<file path="src/verilog/kd_pkg.sv">
//////////////////////////////////////////////////
// KD-tree search core shared definitions
// Tree sizes, patch and node words, query and
// result bundles, node write bundle, bus half select
//////////////////////////////////////////////////

package kd_pkg;

  localparam int KD_DIMS    = 5;   // Coordinates per patch
  localparam int KD_COORD_W = 11;  // Bits per coordinate
  localparam int KD_PATCH_W = KD_DIMS * KD_COORD_W;  // 55
  localparam int KD_DEPTH   = 6;   // Tree levels, also search latency
  localparam int KD_NODES   = 63;  // Internal nodes, heap order
  localparam int KD_LEAVES  = 64;
  localparam int KD_ADDR_W  = 6;   // Node address and leaf index width

  // Query patch, coordinate 0 sits in the low bits
  typedef struct packed {
    logic [KD_DIMS-1:0][KD_COORD_W-1:0] coord;
  } kd_patch_t;

  // Node word, split dimension in the high half
  typedef struct packed {
    logic [KD_COORD_W-1:0] split;   // Only [2:0] used, legal 0..4
    logic [KD_COORD_W-1:0] median;
  } kd_node_t;

  typedef struct packed {
    logic      valid;
    kd_patch_t patch;
  } kd_query_t;

  // One node update per cycle into the tree
  typedef struct packed {
    logic                 en;
    logic [KD_ADDR_W-1:0] addr;
    kd_node_t             node;
  } kd_node_wr_t;

  typedef struct packed {
    logic                 valid;
    logic [KD_ADDR_W-1:0] leaf;   // Root decision in the MSB
  } kd_result_t;

  // Bus address bit 6
  typedef enum logic {
    KD_HALF_MEDIAN = 1'b0,
    KD_HALF_SPLIT  = 1'b1
  } kd_half_e;

endpackage

</file>
<file path="src/verilog/kd_cfg_port.sv">
//////////////////////////////////////////////////
// KD-tree configuration port
// Stream loader and Wishbone-style slave that
// turn writes into node updates and serve reads
//////////////////////////////////////////////////

module kd_cfg_port (
  input  logic                         clk,
  input  logic                         rst_n,
  input  logic                         load_valid_i,
  input  kd_pkg::kd_node_t             load_data_i,
  input  logic                         bus_cyc_i,
  input  logic                         bus_stb_i,
  input  logic                         bus_we_i,
  input  logic [6:0]                   bus_adr_i,   // [6] half, [5:0] node
  input  logic [31:0]                  bus_dat_i,
  output logic                         bus_ack_o,
  output logic [31:0]                  bus_dat_o,
  output kd_pkg::kd_node_wr_t          node_wr_o,
  output logic [kd_pkg::KD_ADDR_W-1:0] node_rd_addr_o,
  input  kd_pkg::kd_node_t             node_rd_i
);

  logic [kd_pkg::KD_ADDR_W-1:0]  load_cnt_q;    // Next node for the stream
  logic [kd_pkg::KD_COORD_W-1:0] median_q;      // Staged median half
  logic                          ack_q;
  logic [31:0]                   rdat_q;

  kd_pkg::kd_half_e              bus_half;
  logic [kd_pkg::KD_ADDR_W-1:0]  bus_node;
  logic                          bus_node_ok;   // Not address 63
  logic                          bus_accept;
  logic                          bus_commit;
  logic                          load_wr;

  assign bus_half    = kd_pkg::kd_half_e'(bus_adr_i[6]);
  assign bus_node    = bus_adr_i[kd_pkg::KD_ADDR_W-1:0];
  assign bus_node_ok = (bus_node < kd_pkg::KD_NODES);

  // Take only the first cycle of a held request
  assign bus_accept = bus_cyc_i & bus_stb_i & ~ack_q;
  assign bus_commit = bus_accept & bus_we_i & (bus_half == kd_pkg::KD_HALF_SPLIT) & bus_node_ok;

  // Bus commit beats the stream, the stream word is lost
  assign load_wr = load_valid_i & ~bus_commit;

  always_comb begin
    node_wr_o = '0;
    if (bus_commit) begin
      node_wr_o.en          = 1'b1;
      node_wr_o.addr        = bus_node;
      node_wr_o.node.split  = bus_dat_i[kd_pkg::KD_COORD_W-1:0];
      node_wr_o.node.median = median_q;   // Held from the earlier median write
    end else if (load_wr) begin
      node_wr_o.en   = 1'b1;
      node_wr_o.addr = load_cnt_q;
      node_wr_o.node = load_data_i;
    end
  end

  always_ff @(posedge clk) begin
    if (!rst_n) begin
      load_cnt_q <= '0;
    end else if (load_wr) begin
      if (load_cnt_q == kd_pkg::KD_ADDR_W'(kd_pkg::KD_NODES - 1)) begin
        load_cnt_q <= '0;  // Wrap after node 62
      end else begin
        load_cnt_q <= load_cnt_q + 1'b1;
      end
    end
  end

  // Median half only stages, nothing reaches the tree yet
  always_ff @(posedge clk) begin
    if (!rst_n) begin
      median_q <= '0;
    end else if (bus_accept && bus_we_i && bus_node_ok &&
                 (bus_half == kd_pkg::KD_HALF_MEDIAN)) begin
      median_q <= bus_dat_i[kd_pkg::KD_COORD_W-1:0];
    end
  end

  always_ff @(posedge clk) begin
    if (!rst_n) begin
      ack_q <= 1'b0;
    end else begin
      ack_q <= bus_accept;  // One-cycle pulse, writes to 63 ack too
    end
  end

  // Read data lines up with the ack
  always_ff @(posedge clk) begin
    if (bus_accept && !bus_we_i) begin
      if (bus_half == kd_pkg::KD_HALF_SPLIT) begin
        rdat_q <= 32'(node_rd_i.split);
      end else begin
        rdat_q <= 32'(node_rd_i.median);
      end
    end
  end

  assign node_rd_addr_o = bus_node;   // Tree returns 0 for address 63
  assign bus_ack_o      = ack_q;
  assign bus_dat_o      = rdat_q;

endmodule

</file>
<file path="config.mk">
export PLATFORM = sky130hd
export DESIGN_NAME = kd_cfg_port
export DESIGN_NICKNAME = d
export VERILOG_FILES = /design/src/verilog/kd_pkg.sv /design/src/verilog/kd_cfg_port.sv
export SDC_FILE = /design/constraint.sdc
export NUM_CORES = 1
export LEC_CHECK = 0
export ABC_AREA = 1
export BUFFER_PORTS_ARGS = -buffer_cell sky130_fd_sc_hd__clkbuf_2
export CAP_MARGIN = 20
export CORE_MARGIN = 3
export CORE_UTILIZATION = 40
export DETAILED_ROUTE_END_ITERATION = 16
export GPL_TIMING_DRIVEN = 0
export PLACE_DENSITY = 0.81
export SLEW_MARGIN = 20
export SYNTH_ARGS = -nofsm -noshare
export SYNTH_HDL_FRONTEND = slang
export SYNTH_SLANG_ARGS = --single-unit
</file>
<file path="constraint.sdc">
create_clock -name clk -period 1.5 [get_ports clk]
set_input_delay 0.3 -clock clk [delete_from_list [all_inputs] [get_ports clk]]
set_output_delay 0.3 -clock clk [all_outputs]
set_load 0.05 [all_outputs]
</file>
# Word level (Yosys, flattened, before mapping)
# Index checks and enable logic that the tools add are counted.
# W data, S select, Z words.
[totals]
reg_bits = 50
inputBits = 89
output_inout_bits = 68
wordCells = 25
[op_classes]
add_sub_neg = 1
n_lt_le_gt_ge = 1
n_eq_ne = 1
mux = 4
bitwise_logic = 9
n_reduce_logical = 5
[ops]
columns = ["operator", "n"]
rows = [
  ["$mux W29", 2],
  ["$mux W11", 1],
  ["$add A6 B1 Y6 const B", 1],
  ["$and A1 B1 Y1", 6],
  ["$eq A6 B6 Y1 const B", 1],
  ["$lt A6 B6 Y1 const B", 1],
  ["$mux W6", 1],
  ["$logic_and A1 B1 Y1", 4],
  ["$not A1 Y1", 3],
  ["$logic_not A1 Y1", 1],
]

# Logic depth before layout (Yosys ltp)
# Gate-level depths: netlist (run 1).
[depth]
ltp_word = 9
ltp_mapped = 9

# Worst setup path after synthesis (run 1)
# Ideal clock, no wire load.
[synth_timing]
path_type = "reg-to-output"
start = "register ack_q, in the netlist bus_ack_o"
end = "output node_wr_o[22] (netlist bit)"
arrival_time_ns = 2.224
required_ns = 1.200
setup_slack_ns = -1.024
path_stages_with_launch = 7
path_buffers = 0
path_cell_list = "dfxtp_1 > inv_1 > nand4_2 > nor2_4 > nand2_4 > nand2_2 > o21ai_0"
[synth_lines]
columns = ["element", "line_no", "rtl"]
rows = [
  ["start: declaration", "kd_cfg_port.sv:26", "logic ack_q;"],
  ["start signal: assignment", "kd_cfg_port.sv:87", "ack_q <= bus_accept;"],
  ["end: declaration", "kd_cfg_port.sv:19", "output kd_pkg::kd_node_wr_t node_wr_o,"],
]

==> results of run 1 <==
## final timing paths
check                                      to           from  depth (start not counted)  slack, ns
worst min register to register  load_cnt_q[4]  load_cnt_q[4]                          2       0.51
worst min-delay path             bus_dat_o[3]   node_rd_i[3]                          3       0.29
worst max register to register   bus_dat_o[0]      bus_ack_o                          5      -0.20
worst max-delay path             node_wr_o[4]      bus_ack_o                          8      -0.47
## state kept, by name, summed over array words and instances (netlist names)
signal and count:
median_q 11, bus_dat_o 11, load_cnt_q 6, bus_ack_o 1
## cell families after synthesis
family	share of synthesized area
AO/OA/AOI/OAI	0.0604
XOR/XNOR	0.00431
adder cells (fa/ha/maj)	0.0123
buffers and inverters	0.188
flip-flops	0.340
other	0.00185
AND/OR/NAND/NOR	0.393
## layer usage
metal,wire length [microns],global-route usage
met2,4850,0.466
met4,624,0.0747
met1,3060,0.270
met5,0,0
met3,961,0.0634
## per-stage QoR
| step | util | worst slack, ns | total power, mW | area (sq um) |
|---|---|---|---|---|
| after floorplan | - | -0.195 | 1.57 | 2420 |
| after global placement | 0.637 | -0.484 | 1.77 | 3070 |
| after detailed placement | 0.637 | -0.510 | 1.78 | 3070 |
| after CTS | 0.777 | -0.407 | 2.53 | 3740 |
| after global routing | 0.845 | -0.511 | 2.77 | 4070 |
| final | 0.845 | -0.469 | 2.68 | 4070 |
## power by group
part           internal [mW]  total [mW]  switching (mW)  leakage [nW]
sequential             0.854       0.880          0.0267         0.250
combinational          0.431        1.17           0.741          1.72
clock                  0.321       0.628           0.307        0.0450
total                   1.61        2.68            1.07          2.01
## synth_stat cells, types with 2 or more instances
| cell | n | area (sq um) |
|---|---|---|
| sky130_fd_sc_hd__dfxtp_1 | 18 | 360 |
| sky130_fd_sc_hd__ha_1 | 2 | 25.0 |
| sky130_fd_sc_hd__nand3_1 | 50 | 250 |
| sky130_fd_sc_hd__buf_1 | 3 | 11.3 |
| sky130_fd_sc_hd__nor2_4 | 2 | 22.5 |
| sky130_fd_sc_hd__nor2_1 | 33 | 124 |
| sky130_fd_sc_hd__buf_6 | 2 | 22.5 |
| sky130_fd_sc_hd__inv_1 | 22 | 82.6 |
| sky130_fd_sc_hd__clkbuf_1 | 5 | 18.8 |
| sky130_fd_sc_hd__o21ai_0 | 7 | 35.0 |
| sky130_fd_sc_hd__o21ai_1 | 11 | 55.1 |
| sky130_fd_sc_hd__buf_4 | 31 | 233 |
| sky130_fd_sc_hd__buf_2 | 2 | 10.0 |
| sky130_fd_sc_hd__edfxtp_1 | 11 | 330 |
| sky130_fd_sc_hd__a21oi_1 | 5 | 25.0 |
| sky130_fd_sc_hd__nand2_1 | 89 | 334 |
## timing repair
action / CTS / global route
hold buffers: 0 / 0
endpoints found under the setup margin: 41 / 46
pin swaps: 2 / 4
resized for setup: 104 / 54
gates cloned: 1 / 4
setup buffers: 10 / 5
hold endpoints to repair: 0 / 0
## final cells by class
cell class | count | area (sq um)
Tap cell | 67 | 83.8
Clock buffer | 6 | 72.6
Buffer | 43 | 353
Sequential cell | 29 | 696
Fill cell | 257 | 746
Inverter | 23 | 88.8
Clock inverter | 2 | 10.0
Multi-Input combinational cell | 228 | 1640
Timing Repair Buffer | 131 | 1130
## critical path, delay by kind of cell, from the launching register on
family,cells,cell delay (ns)
buf+inv,4,0.54
flops,1,0.35
simple gates,3,0.33
compound gates,1,0.16
==> flow_results.org, run 1 <==
** Timing
- Based on the critical path, the design can be clocked at up to 0.508 GHz.
- Fin Setup TNS :: -14.57 ns
- Setup slack of the critical path after layout :: -0.469 ns
- Post-route clock skew :: 0.0124 ns
- RSZ-0062 raised after global routing :: yes
- At the pin with the least slew margin, the transition time is 0.846 ns.
- Setup violations remaining at the end of the flow were counted as 41.
- Max-slew headroom :: 0.434
- The count of final hold-check violations came to 0.
- Share of the cycle needed by the critical path after routing :: 1.31
- The routed design could run at a clock period as short as 1.97 ns.
- Hold slack :: 0.288 ns
- The max-slew violation count was 0.

** Logic synthesis
- Summing every instance area after synthesis gives 2030 sq um.
- Number of enable-type register cells in the synthesized netlist :: 11
- Cell count after synthesis :: 302
- Among all flip-flop cells after synthesis, the most frequent one is sky130_fd_sc_hd__dfxtp_1.
- Mapped Avg Cell Area :: 6.72 sq um
- Counting distinct cell types in the post-synthesis netlist gives 25.
- Register area share after synthesis :: 0.340
- Synthesis inferred 29 register bits.
- For this run, the number of Yosys warnings is 0.
- For this run, asynchronously set or reset flops after synthesis account for 0.

** Min path
- The path class of the tightest hold or removal check is in -> reg.

** Critical path
- The slowest stage of the critical path belongs to the cell sky130_fd_sc_hd__dfxtp_4.
- CP startpoint kind :: flip-flop
- Crit Path Category :: reg -> out
- Crit path largest cell delay :: 0.35 ns
- Req. time, crit path :: 1.20 ns
- Signal arrival time at the worst endpoint :: 1.67 ns
- Critical Path Sink Type :: output pin
- Walking the worst path, the cells encountered are inv_4 > nand4_4 > nor2_4 > buf_12 > nand2_8 > buf_12 > o21ai_4 > buf_8.
- Among the stages of the critical path, the cell type that occurs most often is sky130_fd_sc_hd__buf_12.
- Along the worst path, the maximum fanout reaches 5.

** Placed design
- The number of placed instances, taps included, is 501.
- Detailed placement finished with a half-perimeter wire length of 4850 microns.
- The congestion estimate from routability-driven global placement came to 0.832.
- In this run the tool buffered the top-level ports with 112 buffer cells.

** Finish
- After the last flow step, the layout net total stands at 552.
- The repair_antennas step left the layout with diodes totalling 0.
- Final cell count without fillers :: 529
- Most frequent cells in the layout :: 87 x sky130_fd_sc_hd__clkbuf_2, 76 x sky130_fd_sc_hd__nand2_1, 41 x sky130_fd_sc_hd__buf_4, 33 x sky130_fd_sc_hd__nor2_1, 29 x sky130_fd_sc_hd__nand3_2
- Share of layout cells above drive strength 1 :: 0.556
- Leaving out fill and tap cells, the most frequent cell in the layout is sky130_fd_sc_hd__clkbuf_2.
- From synthesis to final layout, the design area changed by 100%.

** Job
- Maxcap violations :: 0

** CTS
- The H-tree was split into 2 levels.
- Number of CTS-inserted buffers :: 5
- The clock passes through at most 2 buffers.
- CTS tree :: done
- Clock insertion delay at the later pin of the skew report :: 0.28 ns
- Total clock sinks :: 29
- Clock Tree Root :: sky130_fd_sc_hd__clkbuf_8
- After clock tree synthesis, the clock-pin slew on the worst setup and hold paths is 0.06 ns.

** Global routing
- Overall fraction of global-route tracks in use :: 0.248
- Number of global-route vias before repair :: 2458
- The first global-routing pass estimated 11800 microns of wire.
- GR Overflow Total :: 0
- Number of antenna violations at the first check in global routing :: 0
- Entering global routing, the biggest net connects 12 pins.

** Detailed routing
- Vias :: 2832
- Dividing the detail-routed wire length by the instance count gives 18.0 microns.
- The final layout contains routed wiring with a total length of 9500 microns.
- In this run, the number of DRC markers left after iteration 0 of detailed routing was 288.
- Post-detailed-route count of antenna-violating nets :: 0
- In the routed design, unresolved DRC markers number 0.
- Length of the first detailed-routing pass in iterations :: 7
- Via density :: 5.35

** Floorplan
- The floorplan has 25 rows.
- 157 I/O pins were placed.
- The initial utilization of the core area, before any placement, comes to 0.422.
- The total area inside the core boundary comes to 4820 sq um.
- Die outline height :: 77.3 microns
- The floorplan step defined a die boundary enclosing 5970 sq um.
- The die is 77.3 microns wide.

** Power
- Leakage power of the design :: 2.01 nW
- Worst IR Drop VDD :: 0.701 mV
- Power spread over the standard cell area amounts to 658 nW/um^2.

** Outcome
- Run status :: finished with violations
- Violated checks :: setup timing
(Power assumes the default switching activity.)
==> inputs of run 2 (changes only) <==
--- a/config.mk
+++ b/config.mk
@@ -8,11 +8,12 @@
 export ABC_AREA = 1
 export BUFFER_PORTS_ARGS = -buffer_cell sky130_fd_sc_hd__clkbuf_2
 export CAP_MARGIN = 20
-export CORE_MARGIN = 3
-export CORE_UTILIZATION = 40
+export CORE_MARGIN = 1.5
+export CORE_UTILIZATION = 41
+export CTS_BUF_LIST = sky130_fd_sc_hd__clkbuf_4
 export DETAILED_ROUTE_END_ITERATION = 16
 export GPL_TIMING_DRIVEN = 0
-export PLACE_DENSITY = 0.81
+export PLACE_DENSITY = 0.83
 export SLEW_MARGIN = 20
 export SYNTH_ARGS = -nofsm -noshare
 export SYNTH_HDL_FRONTEND = slang
==> run 2 against run 1 <==
Compared with the run above:
- the run still ends with setup timing left
- highest routed layer unchanged
- sequential power fell by 0.5%
- wire length fell by 25%
- worst setup slack got worse by 0.020 ns
- die area fell by 9.8%
==> flow_results.org, run 2 (synthesized netlist as in run 1, its figures left out) <==
** Placed design
- The placed instances occupy a cell area of 3070 sq um.
- Input/output buffers :: 112
- Final HPWL DP :: 4810 microns
- Last weighted congestion value of the routability-driven placer :: 0.860

** Timing
- Post-route clock skew :: 0.0111 ns
- Slew Limit Fails :: 0
- Final Hold Fails :: 0
- Share of the cycle needed by the critical path after routing :: 1.33
- For this run, the top clock speed supported by timing is 0.503 GHz.
- RSZ-0062 raised after global routing :: yes
- Setup slack of the critical path after layout :: -0.489 ns
- Fin Setup TNS :: -14.03 ns
- The worst pin sits at a relative slew slack of 0.419.
- The smallest clock period supported by the final layout is computed as 1.99 ns.
- Setup violations remaining at the end of the flow were counted as 40.
- Worst slew pin tran :: 0.869 ns

** Critical path
- Origin of the critical flop-to-flop path :: bus_ack_o
- Instance count on the critical path :: 8
- Signal arrival time at the worst endpoint :: 1.69 ns
- Count of cells along the worst register-to-register path :: 4
- Critical Path Sink Type :: output pin
- The number of buffers and inverters on the critical path is 4.
- The largest individual stage delay along the critical path comes from the cell sky130_fd_sc_hd__dfxtp_4.
- Data on the critical path is required at its endpoint by 1.20 ns.
- The signal on the critical path passes through inv_4 > nand4_4 > nor2_4 > buf_4 > buf_8 > nand3_1 > nand2_4 > clkbuf_16.
- The endpoint identified for the worst register-to-register timing path is bus_dat_o[10].
- CP startpoint kind :: flip-flop
- Tracing the worst setup path back leads to its startpoint at bus_ack_o.
- Category of cells accounting for the largest share of critical-path delay :: simple AND/OR/NAND/NOR gates
- For flop-to-flop paths, the worst setup slack is -0.11 ns.
- Following the worst setup path forward leads to its endpoint at node_wr_o[19].
- Crit path largest cell delay :: 0.36 ns
- The critical path is of the reg -> out type.
- Largest fanout of any net on the critical path :: 10

** Floorplan
- Top-level I/O count :: 157
- The die covers 5380 sq um.
- The die is 73.4 microns wide.
- Initial cell density of the core :: 0.427
- Number of standard-cell rows in the floorplan :: 25
- From bottom edge to top edge, the die measures 73.4 microns.
- Core area :: 4750 sq um

** CTS
- The clock tree synthesis step divided the H-tree into 2 levels.
- The tree is rooted in a sky130_fd_sc_hd__clkbuf_4.
- The clock passes through at most 2 buffers.
- After clock tree synthesis, the clock-pin slew on the worst setup and hold paths is 0.10 ns.
- Clock insertion delay at the later pin of the skew report :: 0.32 ns
- CTS saw 29 sinks.
- Number of CTS-inserted buffers :: 5
- CTS tree :: done

** Power
- In this run the power spent charging and discharging nets is 969 uW.
- Leakage power of the design :: 1.88 nW
- Fraction of power spent switching nets :: 0.400
- Worst IR Drop VDD :: 0.564 mV
- Of the total power, the clock network draws 0.205.
- Part of the power in registers :: 0.362
- Power per Cell Area :: 659 nW/um^2
- The share of total power dissipated in combinational logic is 0.434.
- Summing internal, switching and leakage power gives 2.42 mW.
- Total internal power :: 1.45 mW

** Detailed routing
- The pre-antenna-repair detailed-routing pass consisted of 4 iterations.
- Vias :: 2521
- For this run, design rule violations remaining after detail routing come to 0.
- In this run the remaining antenna-violating nets after routing total 0.
- Initial detailed-routing violation count :: 163
- Via density :: 4.86
- Dividing the detail-routed wire length by the instance count gives 13.7 microns.
- Total wirelength of the detailed-routed design :: 7100 microns

** Finish
- Most common library cell in the layout ignoring fill and taps :: sky130_fd_sc_hd__clkbuf_2
- In the final layout, the share of cells above drive strength 1 is 0.509.
- Filler cells :: 328
- The number of antenna diodes in the final layout is 0.
- The final layout contains 542 nets.
- The finished cells cover 3670 sq um.
- Relative to the synthesized area, the layout overhead comes to 80.9%.
- Storage element area :: 696 sq um
- Footprint of the multi-input gates :: 1460 sq um
- Most frequent cells in the layout :: 85 x sky130_fd_sc_hd__clkbuf_2, 76 x sky130_fd_sc_hd__nand2_1, 37 x sky130_fd_sc_hd__buf_4, 32 x sky130_fd_sc_hd__nor2_1, 28 x sky130_fd_sc_hd__nand3_1

** Global routing
- Pin count of the biggest net entering global routing :: 12
- Overall fraction of global-route tracks in use :: 0.258
- The number of global-route vias before repair was 2448.
- Number of antenna violations at the first check in global routing :: 0
- The total overflow left after global routing is 0.
- Wire length of the first global-routing pass :: 10600 microns

** Min path
- Min-delay worst type :: in -> reg
- Counting instances, the worst hold path has a depth of 3.

** Job
- Maxcap violations :: 0

** Outcome
- Run status :: finished with violations
- Violated checks :: setup timing
-- run 2: per-layer routing --
layer | routed length, microns | global-route usage | share of wire
met5 | 0 | 0 | 0
met4 | 290 | 0.144 | 0.041
met3 | 588 | 0.0645 | 0.083
met2 | 3720 | 0.471 | 0.52
met1 | 2500 | 0.268 | 0.35
-- run 2: repair_timing --
action                     in CTS  in global routing
hold buffers                    0                  0
setup endpoints to repair      41                 44
pin swaps                       2                  1
gates resized for setup        93                 14
gates cloned                    1                  0
setup buffers                   8                  1
-- run 2: final cells by class --
class,count,area share
clock buffers,7,0.0143
flip-flops and latches,29,0.189
clock inverters,1,0.00136
well taps,67,0.0228
inverters,23,0.0242
plain buffers,43,0.0916
multi-input cells,227,0.396
repair buffers,122,0.260
-- run 2: worst min path at each step --
| stage | startpoint | to | slack (ns) |
|---|---|---|---|
| floorplan | bus_dat_i[0] | median_q[0] | 0.43 |
| global placement | load_cnt_q[4] | load_cnt_q[4] | 0.50 |
| detailed placement | load_cnt_q[4] | load_cnt_q[4] | 0.51 |
| CTS | bus_dat_i[0] | median_q[0] | 0.21 |
| global route | node_rd_i[7] | bus_dat_o[7] | 0.22 |
| finish | bus_dat_i[1] | median_q[1] | 0.22 |
-- run 2: metrics by stage --
step	worst slack (ns)	util	hold WS, ns	std cells
finish	-0.489	0.773	0.224	519
global placement	-0.489	0.645	0.497	501
global route	-0.579	0.773	0.220	519
detailed placement	-0.502	0.645	0.508	501
CTS	-0.469	0.766	0.215	518
floorplan	-0.195	-	0.435	322
-- run 2: tightest hold or removal path: stages --
cell and delay (ns):
sky130_fd_sc_hd__clkbuf_2 0.09, sky130_fd_sc_hd__nor2_1 0.04, sky130_fd_sc_hd__nor2_1 0.08
-- run 2: power by group through the flow --
stage	logic (mW)	clock network, mW	registers [mW]
after CTS	1.02	0.502	0.875
after global placement	0.869	0	0.891
final	1.05	0.496	0.876
after floorplan	0.647	0	0.922
after global routing	1.11	0.537	0.879
after detailed placement	0.884	0	0.893
==> inputs of run 3 (changes only) <==
--- a/config.mk
+++ b/config.mk
@@ -6,14 +6,13 @@
 export NUM_CORES = 1
 export LEC_CHECK = 0
 export ABC_AREA = 1
-export BUFFER_PORTS_ARGS = -buffer_cell sky130_fd_sc_hd__clkbuf_2
 export CAP_MARGIN = 20
 export CORE_MARGIN = 1.5
-export CORE_UTILIZATION = 41
+export CORE_UTILIZATION = 60
 export CTS_BUF_LIST = sky130_fd_sc_hd__clkbuf_4
 export DETAILED_ROUTE_END_ITERATION = 16
-export GPL_TIMING_DRIVEN = 0
-export PLACE_DENSITY = 0.83
+export DONT_BUFFER_PORTS = 1
+export PLACE_DENSITY = 0.76
 export SLEW_MARGIN = 20
 export SYNTH_ARGS = -nofsm -noshare
 export SYNTH_HDL_FRONTEND = slang
==> run 3 against run 2 <==
Compared with the run above:
- the run still ends with setup timing left
- fmax increased by 0.41%
- die area decreased by 30%
- clock-buffer cell count decreased by 1
- combinational power decreased by 26%
- utilization increased by 17 points
- power decreased by 11%
- final cell count decreased by 30%
- global-route usage increased by 9.2 points
- largest power group is now sequential cells
- via count decreased by 14%
- clock power decreased by 3%
- final area decreased by 20%
==> flow_results.org, run 3 (synthesized netlist as in run 1, its figures left out) <==
** Finish
- In the final layout, the multi-input gates occupy 1540 sq um.
- After filler insertion, the fill cell instance count of the layout stands at 90.
- At the end of the flow, the number of nets in the layout was 408.
- After routing the design area is 2960 sq um.
- Inserted Diodes :: 0
- The sequential cells in the finished layout cover a total of 698 sq um.
- In the final layout, the share of cells above drive strength 1 is 0.365.
- The library cells used most frequently in the layout, excluding fill and tap cells, are 75 x sky130_fd_sc_hd__nand2_1, 34 x sky130_fd_sc_hd__nand3_2, 33 x sky130_fd_sc_hd__nor2_1, 21 x sky130_fd_sc_hd__inv_1, 21 x sky130_fd_sc_hd__conb_1.
- Most common library cell in the layout ignoring fill and taps :: sky130_fd_sc_hd__nand2_1
- Area added between synthesis and finish :: 45.6%

** Detailed routing
- The first detailed-routing pass ran for 5 iterations.
- Vias :: 2179
- The final layout contains routed wiring with a total length of 7230 microns.
- In this run the remaining antenna-violating nets after routing total 0.
- In the routed layout, each cell is associated on average with a via count of 6.02.
- In the routed design, unresolved DRC markers number 0.
- Initial detailed-routing violation count :: 274
- Post-DR wirelength/cell :: 20.0 microns

** Placed design
- Last weighted congestion value of the routability-driven placer :: 0.843
- Worst slack after detailed placement :: -0.0877 ns
- Final HPWL DP :: 3850 microns
- The count of buffers added on input and output ports is 0.
- In this run the cell area measured after placement is 2620 sq um.

** Outcome
- Run status :: finished with violations
- Violated checks :: setup timing

** Global routing
- The first global-routing pass estimated 9300 microns of wire.
- The number of antenna violations at the first check in global routing came to 0.
- Entering global routing, the biggest net connects 36 pins.
- Number of global-route vias before repair :: 1940
- Across every metal layer, demand over resource in global routing totals 0.350.
- After global routing the overflow that remains totals 0.

** CTS
- The root buffer cell chosen for the clock tree is sky130_fd_sc_hd__clkbuf_4.
- Clock insertion delay at the later pin of the skew report :: 0.33 ns
- CTS tree :: done
- Clock-pin slew was measured on the worst setup and hold paths at 0.10 ns.
- Counting the buffers created by CTS gives 5.
- The number of hold buffers added after CTS was 0.
- Counting along the longest clock path gives a buffer depth of 2.
- Total clock sinks :: 29
- H-tree levels :: 2

** Job
- Across the run, the number of max-cap violations was 0.

** Timing
- Setup slack of the critical path after layout :: -0.480 ns
- Min Clock Period, post-route :: 1.98 ns
- Post-route clock skew :: 0.00891 ns
- Total of endpoints with negative setup slack in the final report :: 30
- Hold slack :: 0.0748 ns
- Final Hold Fails :: 0
- Share of the cycle needed by the critical path after routing :: 1.32
- Setup repair after global routing could not meet its margin everywhere.
- Slew Limit Fails :: 0
- Based on the critical path, the design can be clocked at up to 0.505 GHz.

** Critical path
- STA puts the critical path data arrival time at 1.68 ns.
- The worst setup path is launched from a flip-flop.
- STA puts the critical path data required time at 1.20 ns.
- Crit Path Category :: reg -> out
- STA classifies the critical path endpoint as an output pin.
- Of all nets on the critical path, the largest fanout is 15.

** Floorplan
- The die is 61.2 microns wide.
- Die footprint :: 3740 sq um
- In this run the core area contains 20 standard-cell rows.
- 157 I/O pins were placed.
- The die is 61.2 microns tall.
- For this configuration, the core starts out at a cell density of 0.649.
- Core area :: 3130 sq um

** Power
- VDD sags by at most 0.695 mV.
- Leakage power of the design :: 1.31 nW
- Power per Cell Area :: 733 nW/um^2

** Min path
- The min-delay analysis places its worst path in the category in -> reg.
[run 3: through the flow]
stage	setup TNS, ns	cells	util	power, mW
2_1_floorplan	-3.84	322	-	1.57
3_3_place_gp	-0.923	351	0.837	1.62
3_5_place_dp	-1.34	351	0.837	1.63
4_1_cts	-10.70	361	0.928	2.11
5_1_grt	-14.23	362	0.945	2.25
6_report	-12.24	362	0.945	2.17
[run 3: final timing paths]
check	start	end	slack (ns)	depth (start not counted)
max	bus_ack_o	node_wr_o[9]	-0.48	8
min	rst_n	median_q[2]	0.07	2
max reg2reg	bus_ack_o	load_cnt_q[5]	-0.05	9
min reg2reg	load_cnt_q[4]	load_cnt_q[4]	0.53	2
[run 3: worst max-delay path, cell delays in order (launching register included)]
cell	delay [ns]
sky130_fd_sc_hd__dfxtp_4	0.36
sky130_fd_sc_hd__inv_4	0.06
sky130_fd_sc_hd__nand4_4	0.08
sky130_fd_sc_hd__nor2_4	0.15
sky130_fd_sc_hd__nand2_4	0.15
sky130_fd_sc_hd__buf_12	0.20
sky130_fd_sc_hd__nand3_2	0.11
sky130_fd_sc_hd__o21ai_4	0.08
sky130_fd_sc_hd__buf_12	0.15
[run 3: power breakdown]
part | switching [mW] | internal (mW)
combinational | 0.530 | 0.245
sequential | 0.0607 | 0.853
clock | 0.282 | 0.196
total | 0.873 | 1.29
[run 3: what timing repair did]
action,CTS,global route
endpoints found under the setup margin,29,35
gates resized for setup,41,6
pin swaps,13,1
cloned,1,1
buffers inserted,1,0
[run 3: metal layers]
layer | global-route usage | vias to the layer above | share of wire
met5 | 0 | - | 0
met2 | 0.599 | 189 | 0.49
met4 | 0.186 | 0 | 0.051
met3 | 0.118 | 45 | 0.11
li1 | - | 946 | -
met1 | 0.382 | 999 | 0.36
[run 3: final cells by class]
class                           count  share of cell area
Clock inverter                      2             0.00339
Tap cell                           44              0.0186
Multi-Input combinational cell    227               0.519
Clock buffer                        6              0.0152
Sequential cell                    29               0.236
Timing Repair Buffer               31               0.177
Inverter                           23              0.0300
